[src/design/aes_types_pkg.sv]
// AES arithmetic types and GF(2^8) helper functions
package aes_types_pkg;

    typedef logic [7:0]      aes_byte_t;
    typedef aes_byte_t [3:0] aes_word_t;   // Byte 0 sits in bits 7:0
    typedef logic [1:0]      aes_step_t;   // Unit step counter, 0 to 3

    // Multiply by x modulo x^8 + x^4 + x^3 + x + 1
    function automatic aes_byte_t gf_xtime2(aes_byte_t a);
        return {a[6:0], 1'b0} ^ (a[7] ? 8'h1b : 8'h00);
    endfunction

    function automatic aes_byte_t gf_xtime3(aes_byte_t a);
        return gf_xtime2(a) ^ a;
    endfunction

    // Multiply by a small constant, as used by the inverse MixColumns matrix
    function automatic aes_byte_t gf_xtimen(aes_byte_t a, logic [3:0] n);
        aes_byte_t acc;
        aes_byte_t pow;
        acc = '0;
        pow = a;
        for (int i = 0; i < 4; i++) begin
            if (n[i]) acc ^= pow;
            pow = gf_xtime2(pow);
        end
        return acc;
    endfunction

endpackage

[src/design/cop_isa_pkg.sv]
// Co-processor instruction set: class and subclass codes, decoded instruction fields
package cop_isa_pkg;

    // Instruction class of the AES group
    localparam logic [3:0] cls_aes = 4'b0110;

    // AES subclasses
    localparam logic [4:0] sclass_sub_enc    = 5'b00001;  // SubBytes
    localparam logic [4:0] sclass_sub_encrot = 5'b00010;  // SubBytes, rotated placement
    localparam logic [4:0] sclass_sub_dec    = 5'b00011;  // InvSubBytes
    localparam logic [4:0] sclass_sub_decrot = 5'b00100;  // InvSubBytes, rotated placement
    localparam logic [4:0] sclass_mix_enc    = 5'b00101;  // One MixColumns column
    localparam logic [4:0] sclass_mix_dec    = 5'b00110;  // One InvMixColumns column

    // Instruction word layout
    //   [31:28] class
    //   [27:23] subclass
    //   [15:12] spare, ignored
    //   [11:8]  rd
    //   [7:4]   rs2
    //   [3:0]   rs1
    // The remaining bits are don't care

    typedef struct packed {
        logic [3:0] cls;
        logic [4:0] subclass;
        logic [3:0] rd;
        logic [3:0] rs1;
        logic [3:0] rs2;
        logic [3:0] spare;     // Carried along, no function
    } cop_instr_t;

endpackage

[src/design/aes_sbox.sv]
// AES S-box, forward and inverse, built from GF(2^8) inversion and the affine map
`timescale 1ns/1ps
module aes_sbox import aes_types_pkg::*; (
    input  aes_byte_t in,
    input  logic      inv,   // High selects the inverse S-box
    output aes_byte_t out
);

    aes_byte_t pre_inv;    // Input to the field inverter
    aes_byte_t inverted;

    // Rotate a byte left
    function automatic aes_byte_t rotl(aes_byte_t a, int n);
        return aes_byte_t'((a << n) | (a >> (8 - n)));
    endfunction

    // Full GF(2^8) product, shift-and-add
    function automatic aes_byte_t gf_mul(aes_byte_t a, aes_byte_t b);
        aes_byte_t acc;
        aes_byte_t pow;
        acc = '0;
        pow = a;
        for (int i = 0; i < 8; i++) begin
            if (b[i]) acc ^= pow;
            pow = gf_xtime2(pow);
        end
        return acc;
    endfunction

    // Inverse as a^254, so zero comes out as zero
    function automatic aes_byte_t gf_inv(aes_byte_t a);
        aes_byte_t res;
        aes_byte_t sq;
        res = 8'h01;
        sq  = gf_mul(a, a);                 // a^2
        for (int i = 1; i < 8; i++) begin
            res = gf_mul(res, sq);          // Collects a^2 .. a^128
            sq  = gf_mul(sq, sq);
        end
        return res;
    endfunction

    function automatic aes_byte_t affine_fwd(aes_byte_t a);
        return a ^ rotl(a, 1) ^ rotl(a, 2) ^ rotl(a, 3) ^ rotl(a, 4) ^ 8'h63;
    endfunction

    function automatic aes_byte_t affine_inv(aes_byte_t a);
        return rotl(a, 1) ^ rotl(a, 3) ^ rotl(a, 6) ^ 8'h05;
    endfunction

    // One inverter shared by both directions
    assign pre_inv  = inv ? affine_inv(in) : in;
    assign inverted = gf_inv(pre_inv);

    // Affine step only on the forward path
    assign out = inv ? inverted : affine_fwd(inverted);

endmodule

[src/design/aes_unit.sv]
// AES instruction engine doing byte substitution and MixColumns one byte per cycle
`timescale 1ns/1ps
module aes_unit import aes_types_pkg::*, cop_isa_pkg::*; (
    input  logic       g_clk,
    input  logic       g_resetn,
    input  logic       aes_valid,
    input  logic [4:0] subclass,
    input  aes_word_t  aes_rs1,
    input  aes_word_t  aes_rs2,
    output logic       aes_done,
    output logic [3:0] rd_ben,
    output aes_word_t  rd_wdata
);

    logic sub_enc;
    logic sub_encrot;
    logic sub_dec;
    logic sub_decrot;
    logic mix_enc;
    logic mix_dec;
    logic sub_op;
    logic mix_op;
    logic op_valid;    // Known subclass presented
    logic enc_mode;
    logic rotate;

    aes_step_t  step;
    aes_step_t  step_p1;
    aes_step_t  step_p2;
    aes_step_t  step_p3;
    aes_byte_t  col [4];    // Operand column and substitution source bytes
    aes_byte_t  sbox_out;
    aes_byte_t  mix_enc_row;
    aes_byte_t  mix_dec_row;
    aes_byte_t  new_byte;
    logic [3:0] pos_ben;    // Result byte written this step
    aes_word_t  tmp_reg;

    assign sub_enc    = subclass == sclass_sub_enc;
    assign sub_encrot = subclass == sclass_sub_encrot;
    assign sub_dec    = subclass == sclass_sub_dec;
    assign sub_decrot = subclass == sclass_sub_decrot;
    assign mix_enc    = subclass == sclass_mix_enc;
    assign mix_dec    = subclass == sclass_mix_dec;

    assign sub_op   = sub_enc || sub_encrot || sub_dec || sub_decrot;
    assign mix_op   = mix_enc || mix_dec;
    assign op_valid = aes_valid && (sub_op || mix_op);
    assign enc_mode = sub_enc || sub_encrot || mix_enc;
    assign rotate   = sub_encrot || sub_decrot;

    assign step_p1 = step + 2'd1;
    assign step_p2 = step + 2'd2;
    assign step_p3 = step + 2'd3;

    // Even bytes from rs1, odd bytes from rs2
    assign col[0] = aes_rs1[0];
    assign col[1] = aes_rs2[1];
    assign col[2] = aes_rs1[2];
    assign col[3] = aes_rs2[3];

    aes_sbox u_sbox (
        .in  (col[step]),
        .inv (!enc_mode),
        .out (sbox_out)
    );

    // Row k of the matrix is the row 0 pattern rotated by k
    assign mix_enc_row = gf_xtime2(col[step]) ^ gf_xtime3(col[step_p1]) ^
                         col[step_p2] ^ col[step_p3];
    assign mix_dec_row = gf_xtimen(col[step], 4'he) ^ gf_xtimen(col[step_p1], 4'hb) ^
                         gf_xtimen(col[step_p2], 4'hd) ^ gf_xtimen(col[step_p3], 4'h9);

    assign new_byte = mix_op ? (enc_mode ? mix_enc_row : mix_dec_row) : sbox_out;

    always_comb begin
        if (mix_op)
            pos_ben = 4'b1000 >> step;      // Row k lands in byte 3-k
        else if (rotate)
            pos_ben = 4'b0001 << step_p1;   // Top byte wraps to byte 0
        else
            pos_ben = 4'b0001 << step;
    end

    // Fresh byte merged over the partial result
    always_comb begin
        for (int b = 0; b < 4; b++) begin
            rd_wdata[b] = pos_ben[b] ? new_byte : tmp_reg[b];
        end
    end

    assign aes_done = op_valid && step == 2'd3;
    assign rd_ben   = {4{aes_done}};

    always_ff @(posedge g_clk) begin
        if (!g_resetn) begin
            step    <= '0;
            tmp_reg <= '0;
        end else if (op_valid) begin
            step    <= step_p1;    // Wraps to 0 after the last step
            tmp_reg <= rd_wdata;
        end
    end

    // Operation must not change under the engine mid-flight
    a_subclass_stable: assert property (@(posedge g_clk) disable iff (!g_resetn)
        aes_valid && !aes_done ##1 aes_valid |-> $stable(subclass));

endmodule

[src/design/cop_decode.sv]
// Instruction decoder that splits fields, steers AES work and retires illegal classes
`timescale 1ns/1ps
module cop_decode import cop_isa_pkg::*; (
    input  logic        g_clk,
    input  logic        g_resetn,
    input  logic        instr_valid,
    input  logic [31:0] instr,
    output cop_instr_t  dec,
    output logic        aes_valid,
    output logic        illegal_done
);

    logic illegal_seen;    // Illegal instruction already retired

    assign dec = '{cls:      instr[31:28],
                   subclass: instr[27:23],
                   rd:       instr[11:8],
                   rs1:      instr[3:0],
                   rs2:      instr[7:4],
                   spare:    instr[15:12]};

    assign aes_valid    = instr_valid && dec.cls == cls_aes;
    assign illegal_done = instr_valid && dec.cls != cls_aes && !illegal_seen;

    // Held until the host drops instr_valid
    always_ff @(posedge g_clk) begin
        if (!g_resetn)
            illegal_seen <= 1'b0;
        else
            illegal_seen <= illegal_done || (illegal_seen && instr_valid);
    end

endmodule

[src/design/cop_regfile.sv]
// Co-processor register file: two read ports, byte writeback and host access
`timescale 1ns/1ps
module cop_regfile import aes_types_pkg::*; #(
    parameter int nregs = 16
) (
    input  logic                     g_clk,
    input  logic                     g_resetn,
    input  logic [$clog2(nregs)-1:0] rs1_addr,
    input  logic [$clog2(nregs)-1:0] rs2_addr,
    input  logic [$clog2(nregs)-1:0] rd_addr,
    output aes_word_t                rs1_data,
    output aes_word_t                rs2_data,
    input  logic [3:0]               rd_ben,
    input  aes_word_t                rd_wdata,
    input  logic                     host_we,
    input  logic [$clog2(nregs)-1:0] host_addr,
    input  aes_word_t                host_wdata,
    input  logic [$clog2(nregs)-1:0] host_raddr,
    output aes_word_t                host_rdata
);

    aes_word_t regs [nregs];

    assign rs1_data   = regs[rs1_addr];
    assign rs2_data   = regs[rs2_addr];
    assign host_rdata = regs[host_raddr];

    always_ff @(posedge g_clk) begin
        if (!g_resetn) begin
            for (int i = 0; i < nregs; i++) regs[i] <= '0;
        end else begin
            if (host_we) regs[host_addr] <= host_wdata;
            // Later assignment, so writeback takes precedence
            for (int b = 0; b < 4; b++) begin
                if (rd_ben[b]) regs[rd_addr][b] <= rd_wdata[b];
            end
        end
    end

    a_no_collision: assert property (@(posedge g_clk) disable iff (!g_resetn)
        !(host_we && (|rd_ben) && host_addr == rd_addr));

endmodule

[src/design/cop_top.sv]
// Co-processor slice: decoder, register file and AES unit
`timescale 1ns/1ps
module cop_top import cop_isa_pkg::*, aes_types_pkg::*; #(
    parameter int nregs = 16
) (
    input  logic                     g_clk,
    input  logic                     g_resetn,
    input  logic                     instr_valid,
    input  logic [31:0]              instr,
    output logic                     instr_done,
    input  logic                     host_we,
    input  logic [$clog2(nregs)-1:0] host_addr,
    input  aes_word_t                host_wdata,
    input  logic [$clog2(nregs)-1:0] host_raddr,
    output aes_word_t                host_rdata
);

    localparam int aw = $clog2(nregs);

    cop_instr_t dec;
    logic       aes_valid;
    logic       illegal_done;
    aes_word_t  aes_rs1;
    aes_word_t  aes_rs2;
    logic       aes_done;
    logic [3:0] rd_ben;
    aes_word_t  rd_wdata;

    assign instr_done = aes_done || illegal_done;

    cop_decode u_decode (
        .g_clk, .g_resetn, .instr_valid, .instr, .dec, .aes_valid, .illegal_done
    );

    cop_regfile #(.nregs(nregs)) u_regfile (
        .g_clk, .g_resetn,
        .rs1_addr (dec.rs1[aw-1:0]), .rs2_addr (dec.rs2[aw-1:0]),
        .rd_addr  (dec.rd[aw-1:0]),
        .rs1_data (aes_rs1), .rs2_data (aes_rs2),
        .rd_ben, .rd_wdata,
        .host_we, .host_addr, .host_wdata, .host_raddr, .host_rdata
    );

    aes_unit u_aes (
        .g_clk, .g_resetn, .aes_valid, .subclass (dec.subclass),
        .aes_rs1, .aes_rs2, .aes_done, .rd_ben, .rd_wdata
    );

endmodule

[config.mk]
export PLATFORM = sky130hd
export DESIGN_NAME = cop_top
export DESIGN_NICKNAME = d
export VERILOG_FILES = /design/src/design/aes_types_pkg.sv /design/src/design/cop_isa_pkg.sv /design/src/design/aes_sbox.sv /design/src/design/aes_unit.sv /design/src/design/cop_decode.sv /design/src/design/cop_regfile.sv /design/src/design/cop_top.sv
export SDC_FILE = /design/constraint.sdc
export NUM_CORES = 2
export LEC_CHECK = 0
export ABC_CLOCK_PERIOD_IN_PS = 38400
export BUFFER_PORTS_ARGS = -buffer_cell sky130_fd_sc_hd__buf_2
export CORE_ASPECT_RATIO = 2
export CORE_MARGIN = 5
export CORE_UTILIZATION = 71
export CTS_CLUSTER_SIZE = 30
export DETAILED_ROUTE_END_ITERATION = 8
export PLACE_DENSITY = 0.86
export SYNTH_ARGS = -nofsm -noshare
export SYNTH_HDL_FRONTEND = slang
export SYNTH_HIERARCHICAL = 1
export SYNTH_SLANG_ARGS = --single-unit
[constraint.sdc]
create_clock -name g_clk -period 38.4 [get_ports g_clk]
set_clock_uncertainty 0.15 [all_clocks]
set_input_delay 1.92 -clock g_clk [delete_from_list [all_inputs] [get_ports g_clk]]
set_output_delay 1.92 -clock g_clk [all_outputs]
set_load 0.01 [all_outputs]
# After elaboration in Yosys (flattened, before gate mapping)

Memory sizes are Yosys's and may differ from the RTL's.
Index checks and enable logic that the tools add are counted.

Flip-flop bits (word level): 35
Input bits: 76
Memories: 1
RAM bits: 512

Memory list:

| memory         | words | width | rd ports | clocked after Yosys merged registers in | write ports | RTL line          | source |
|---|---|---|---|---|---|---|---|
| u_regfile.regs | 16    | 32    | 3        | 0                                       | 16          | cop_regfile.sv:22 | `aes_word_t regs [nregs];` |

Add/sub/neg operators: 3
Equality and inequality tests: 9
Order comparisons: 4
Multiplexer cells: 250
Bitwise logic cells: 233
Shift-type cells: 3
Reduce and logical (&&, ||, !) cells: 18

Operator list:

| cell                                                                  | count |
|---|---|
| 8-bit bitwise XOR                                                     | 122 |
| 8-bit 2-to-1 mux                                                      | 121 |
| 8-bit by 5-bit bitwise XOR with 8-bit output                          | 91 |
| 5-bit 2-to-1 mux                                                      | 104 |
| 8-bit binary-select mux with 2-bit select                             | 4 |
| 32-bit 2-to-1 mux                                                     | 2 |
| 32-bit OR reduction                                                   | 2 |
| 4-bit 2-to-1 mux                                                      | 5 |
| 8-bit by 1-bit bitwise OR with 8-bit output                           | 2 |
| 8-bit by 3-bit bitwise OR with 8-bit output                           | 2 |
| 5-bit by 3-bit equality test with 1-bit output, second input constant | 3 |
| 3-bit greater-or-equal comparator, second input constant              | 4 |
| 2-bit inverter with 3-bit output                                      | 4 |
| 5-bit by 2-bit equality test with 1-bit output, second input constant | 2 |
| 1-bit 2-to-1 mux                                                      | 10 |
| 1-bit logical OR                                                      | 9 |
| 8-bit by 2-bit bitwise OR with 8-bit output                           | 1 |
| 8-bit by 4-bit bitwise OR with 8-bit output                           | 1 |
| 8-bit by 6-bit bitwise OR with 8-bit output                           | 1 |
| 1-bit by 2-bit left shift with 4-bit output, first input constant     | 2 |
| 7-bit 2-to-1 mux                                                      | 1 |
| 1-bit inverter, first input constant                                  | 7 |
| 1-bit logical AND                                                     | 6 |
| 6-bit 2-to-1 mux                                                      | 1 |
| other kinds (12)                                                      | 13 |

# Depth between registers and ports, before layout

Depth after elaboration: 146
Gate-level depth with buffers: 85

# By module

The synthesis kept the hierarchy.

Modules (own cells, without submodules):

| module      | times used | cells an instance | area each (µm²) |
|---|---|---|---|
| cop_regfile | 1          | 2296              | 35158.7 |
| aes_sbox    | 1          | 2125              | 16313.1 |
| aes_unit    | 1          | 408               | 3857.4 |
| cop_decode  | 1          | 32                | 251.5 |
| cop_top     | 1          | 1                 | 6.3 |

# Least setup slack after synthesis

OpenSTA, ideal clock, no wires.

Kind: input to register
From: input instr[4]
To: memory u_regfile/regs[10][12] in the netlist's numbering (data pin)
Slack: 16862 ps
Data required time: 37994 ps
Arrival time: 21131 ps
Cell stages on the path: 79
Cell sequence: buf_4 -> buf_2 -> buf_2 -> mux4_2 -> a22oi_1 -> nand2_1 -> mux4_1 -> buf_4 -> xor3_1 -> a21oi_4 -> inv_2 -> buf_6 -> ha_1 -> or4b_1 -> mux2i_1 -> a311oi_1 -> xnor2_1 -> xnor2_2 -> (+43 left out) -> xnor3_2 -> xnor2_4 -> xnor2_4 -> xnor3_2 -> xnor2_2 -> xnor2_1 -> nor2_1 -> mux2i_1 -> xnor3_1 -> xnor2_1 -> xor3_1 -> nor2_1 -> xnor2_1 -> a221oi_2 -> o21ai_1 -> buf_1 -> clkbuf_1 -> a22o_1

RTL lines:

| element     | RTL line          | source |
|---|---|---|
| from (decl) | cop_top.sv:9      | `input logic [31:0] instr,` |
| to (decl)   | cop_regfile.sv:22 |  |

==> flow_summary.yaml <==
setup_path:
  cp.buffers_inverters: 7
  critical-path-top-cell-by-count: "sky130_fd_sc_hd__xnor2_1"
  critical-path-top-delay-family: "XOR/XNOR gates"
  startpoint_class_of_the_critical_path: "input port"
  critical_path.max_fanout: 33
  worst_setup_path_end_kind: "register"
  timing.setup.critical_path_class: "in2reg"
  cp_data_arrival_time_ps: 27200
  cp.required_ps: 38590
  cpMaxStageDelayCell: "sky130_fd_sc_hd__mux4_1"
  cp_slowest_stage_delay_ps: 940
detailed_routing:
  viasPerCell: 7.773
  drt_pre_antenna_iters: 9
  detail_route.iter0.violations: 5206
  post_drt_wl_per_cell_um: 31.95
  drt_wl_total_mm: 170.6
  route.detailed.drc: 0
  vias: 41510
  drtAntennaViolNets: 0
timing:
  setup_tns_ps: 0
  grt_setup_unrepaired: "false"
  layout_worst_path_cycle_share_pct: 70.34
  maxSlewViolCount: 0
  max_slew.worst_pin.slew_ps: 1305
  timing.slew.headroom_pct: 12.81
  timing.fmax_mhz: 37.02
  finalSetupViolations: 0
  shortest_clock_period_the_worst_path_allows_after_layout_ps: 27010
  timing.hold.ws_ps: 308.6
  final_hold_fails: 0
placed_design:
  dp_cells: 5255
  dp_hpwl_mm: 124.1
  gp_congestion: 1.083
  placement.cell_area_um2: 52220
  port_buffers: 97
clock_network:
  cts_repair_resize_count: 0
  clock_tree_from_tritoncts: "built"
  postCtsHoldBufs: 0
  clk_path_buf_depth: 3
  clk_transition_reported_paths_ps: 70
  numCtsBuffers: 44
  worst_skew_pair.late_latency_ps: 610
  cts.htree.levels: 2
  clock_sinks: 547
  clk_root_buffer_cell: "sky130_fd_sc_hd__clkbuf_16"
  cts_post_setup_buffers_inserted: 0
floorplan:
  initial_utilization_pct: 71.42
  die-area_um2: 79140
  core.rowCount: 140
  boundaryPins: 109
  coreArea_um2: 72870
  floorplan.die.height_um: 392.9
  die_x_um: 201.4
cells_and_area:
  layout.nets: 4465
  synthToLayoutAreaGrowth_pct: 3.080
  largest_register_ffs: 512
  final.fill_count: 4935
  finish.cell_count_without_fillers: 5341
  layout-drive-gt1-share_pct: 21.00
  postLayoutCellArea_um2: 53650
global_route:
  global_route_wire_length_before_repair_mm: 254.6
  antenna_found_initial: 6
  global_route_usage_over_all_layers_pct: 42.30
  vias_in_the_first_global_route: 41920
  grt_start_max_net_pins: 81
  grt_remaining_overflow: 0
yosys:
  syn_avg_cell_area_um2: 11.24
  postSynthCellCount: 4630
  postSynthNetCount: 4717
  synth_area_um2: 52040
  synthesis.yosys.warnings: 6
hold_path:
  holdCritPathClass: "reg2reg"
outcome:
  outcome: "complete, no violations"
flow_run:
  drv.max_cap_violation_count: 0
[tightest hold or removal path, cell delays in order, from the launching register on]
cell and delay [ps]:
sky130_fd_sc_hd__dfxtp_1 310, sky130_fd_sc_hd__nand2_1 50, sky130_fd_sc_hd__a21boi_1 50
[placed cells by master (no fill, tap or decap), types with 34 or more instances in the layout]
cell,n
sky130_fd_sc_hd__a211oi_4,56
sky130_fd_sc_hd__a21oi_1,132
sky130_fd_sc_hd__a22o_1,514
sky130_fd_sc_hd__a22oi_1,147
sky130_fd_sc_hd__and2_1,41
sky130_fd_sc_hd__buf_2,92
sky130_fd_sc_hd__buf_4,128
sky130_fd_sc_hd__clkbuf_16,45
sky130_fd_sc_hd__dfxtp_1,34
sky130_fd_sc_hd__edfxtp_1,512
sky130_fd_sc_hd__mux2i_1,85
sky130_fd_sc_hd__mux4_2,271
sky130_fd_sc_hd__nand2_1,343
sky130_fd_sc_hd__nand3_1,55
sky130_fd_sc_hd__nand3b_1,67
sky130_fd_sc_hd__nor2_1,304
sky130_fd_sc_hd__nor3_1,61
sky130_fd_sc_hd__o21ai_0,77
sky130_fd_sc_hd__o22ai_1,34
sky130_fd_sc_hd__xnor2_1,369
sky130_fd_sc_hd__xnor2_2,53
sky130_fd_sc_hd__xnor3_1,85
sky130_fd_sc_hd__xor2_1,137
[worst paths after layout]
check	from	endpoint	slack [ps]	cells after the start
worst max register to register	u_regfile/regs[3][14]	u_regfile/regs[5][4]	13690	67
worst min-delay path	u_aes/tmp_reg[29]	u_aes/tmp_reg[29]	310	2
worst max-delay path	instr[4]	u_regfile/regs[5][4]	11390	69
worst min register to register	u_aes/tmp_reg[29]	u_aes/tmp_reg[29]	310	2
[layer usage]
metal / up-vias / global-route usage [%] / part of all wire [%]
li1: 17320 / - / -
met1: 20070 / 40.14 / 28
met2: 3043 / 74.00 / 50
met3: 1083 / 8.444 / 9.3
met4: 4 / 42.51 / 13
met5: - / 0 / 0.015
[area by class of cell]
class	count	area (um2)	area share (%)
Multi-Input combinational cell	3535	33440	62.34
Sequential cell	547	16080	29.97
Timing Repair Buffer	221	1435	2.675
Clock buffer	58	1175	2.190
Tap cell	923	1155	2.153
Clock inverter	20	235.2	0.4385
Inverter	29	108.9	0.2029
Antenna cell	8	20.02	0.03732
[per-stage QoR]
stage	setup WS (ps)	util, %
after CTS	12080	73.59
after global placement	12000	71.66
after floorplan	16910	-
after detailed placement	11520	71.66
after global routing	10340	73.59
final	11390	73.62
Power is left out: the tool's default activity adds up to more than one toggle a clock period on the data nets, which glitch-free logic cannot reach.
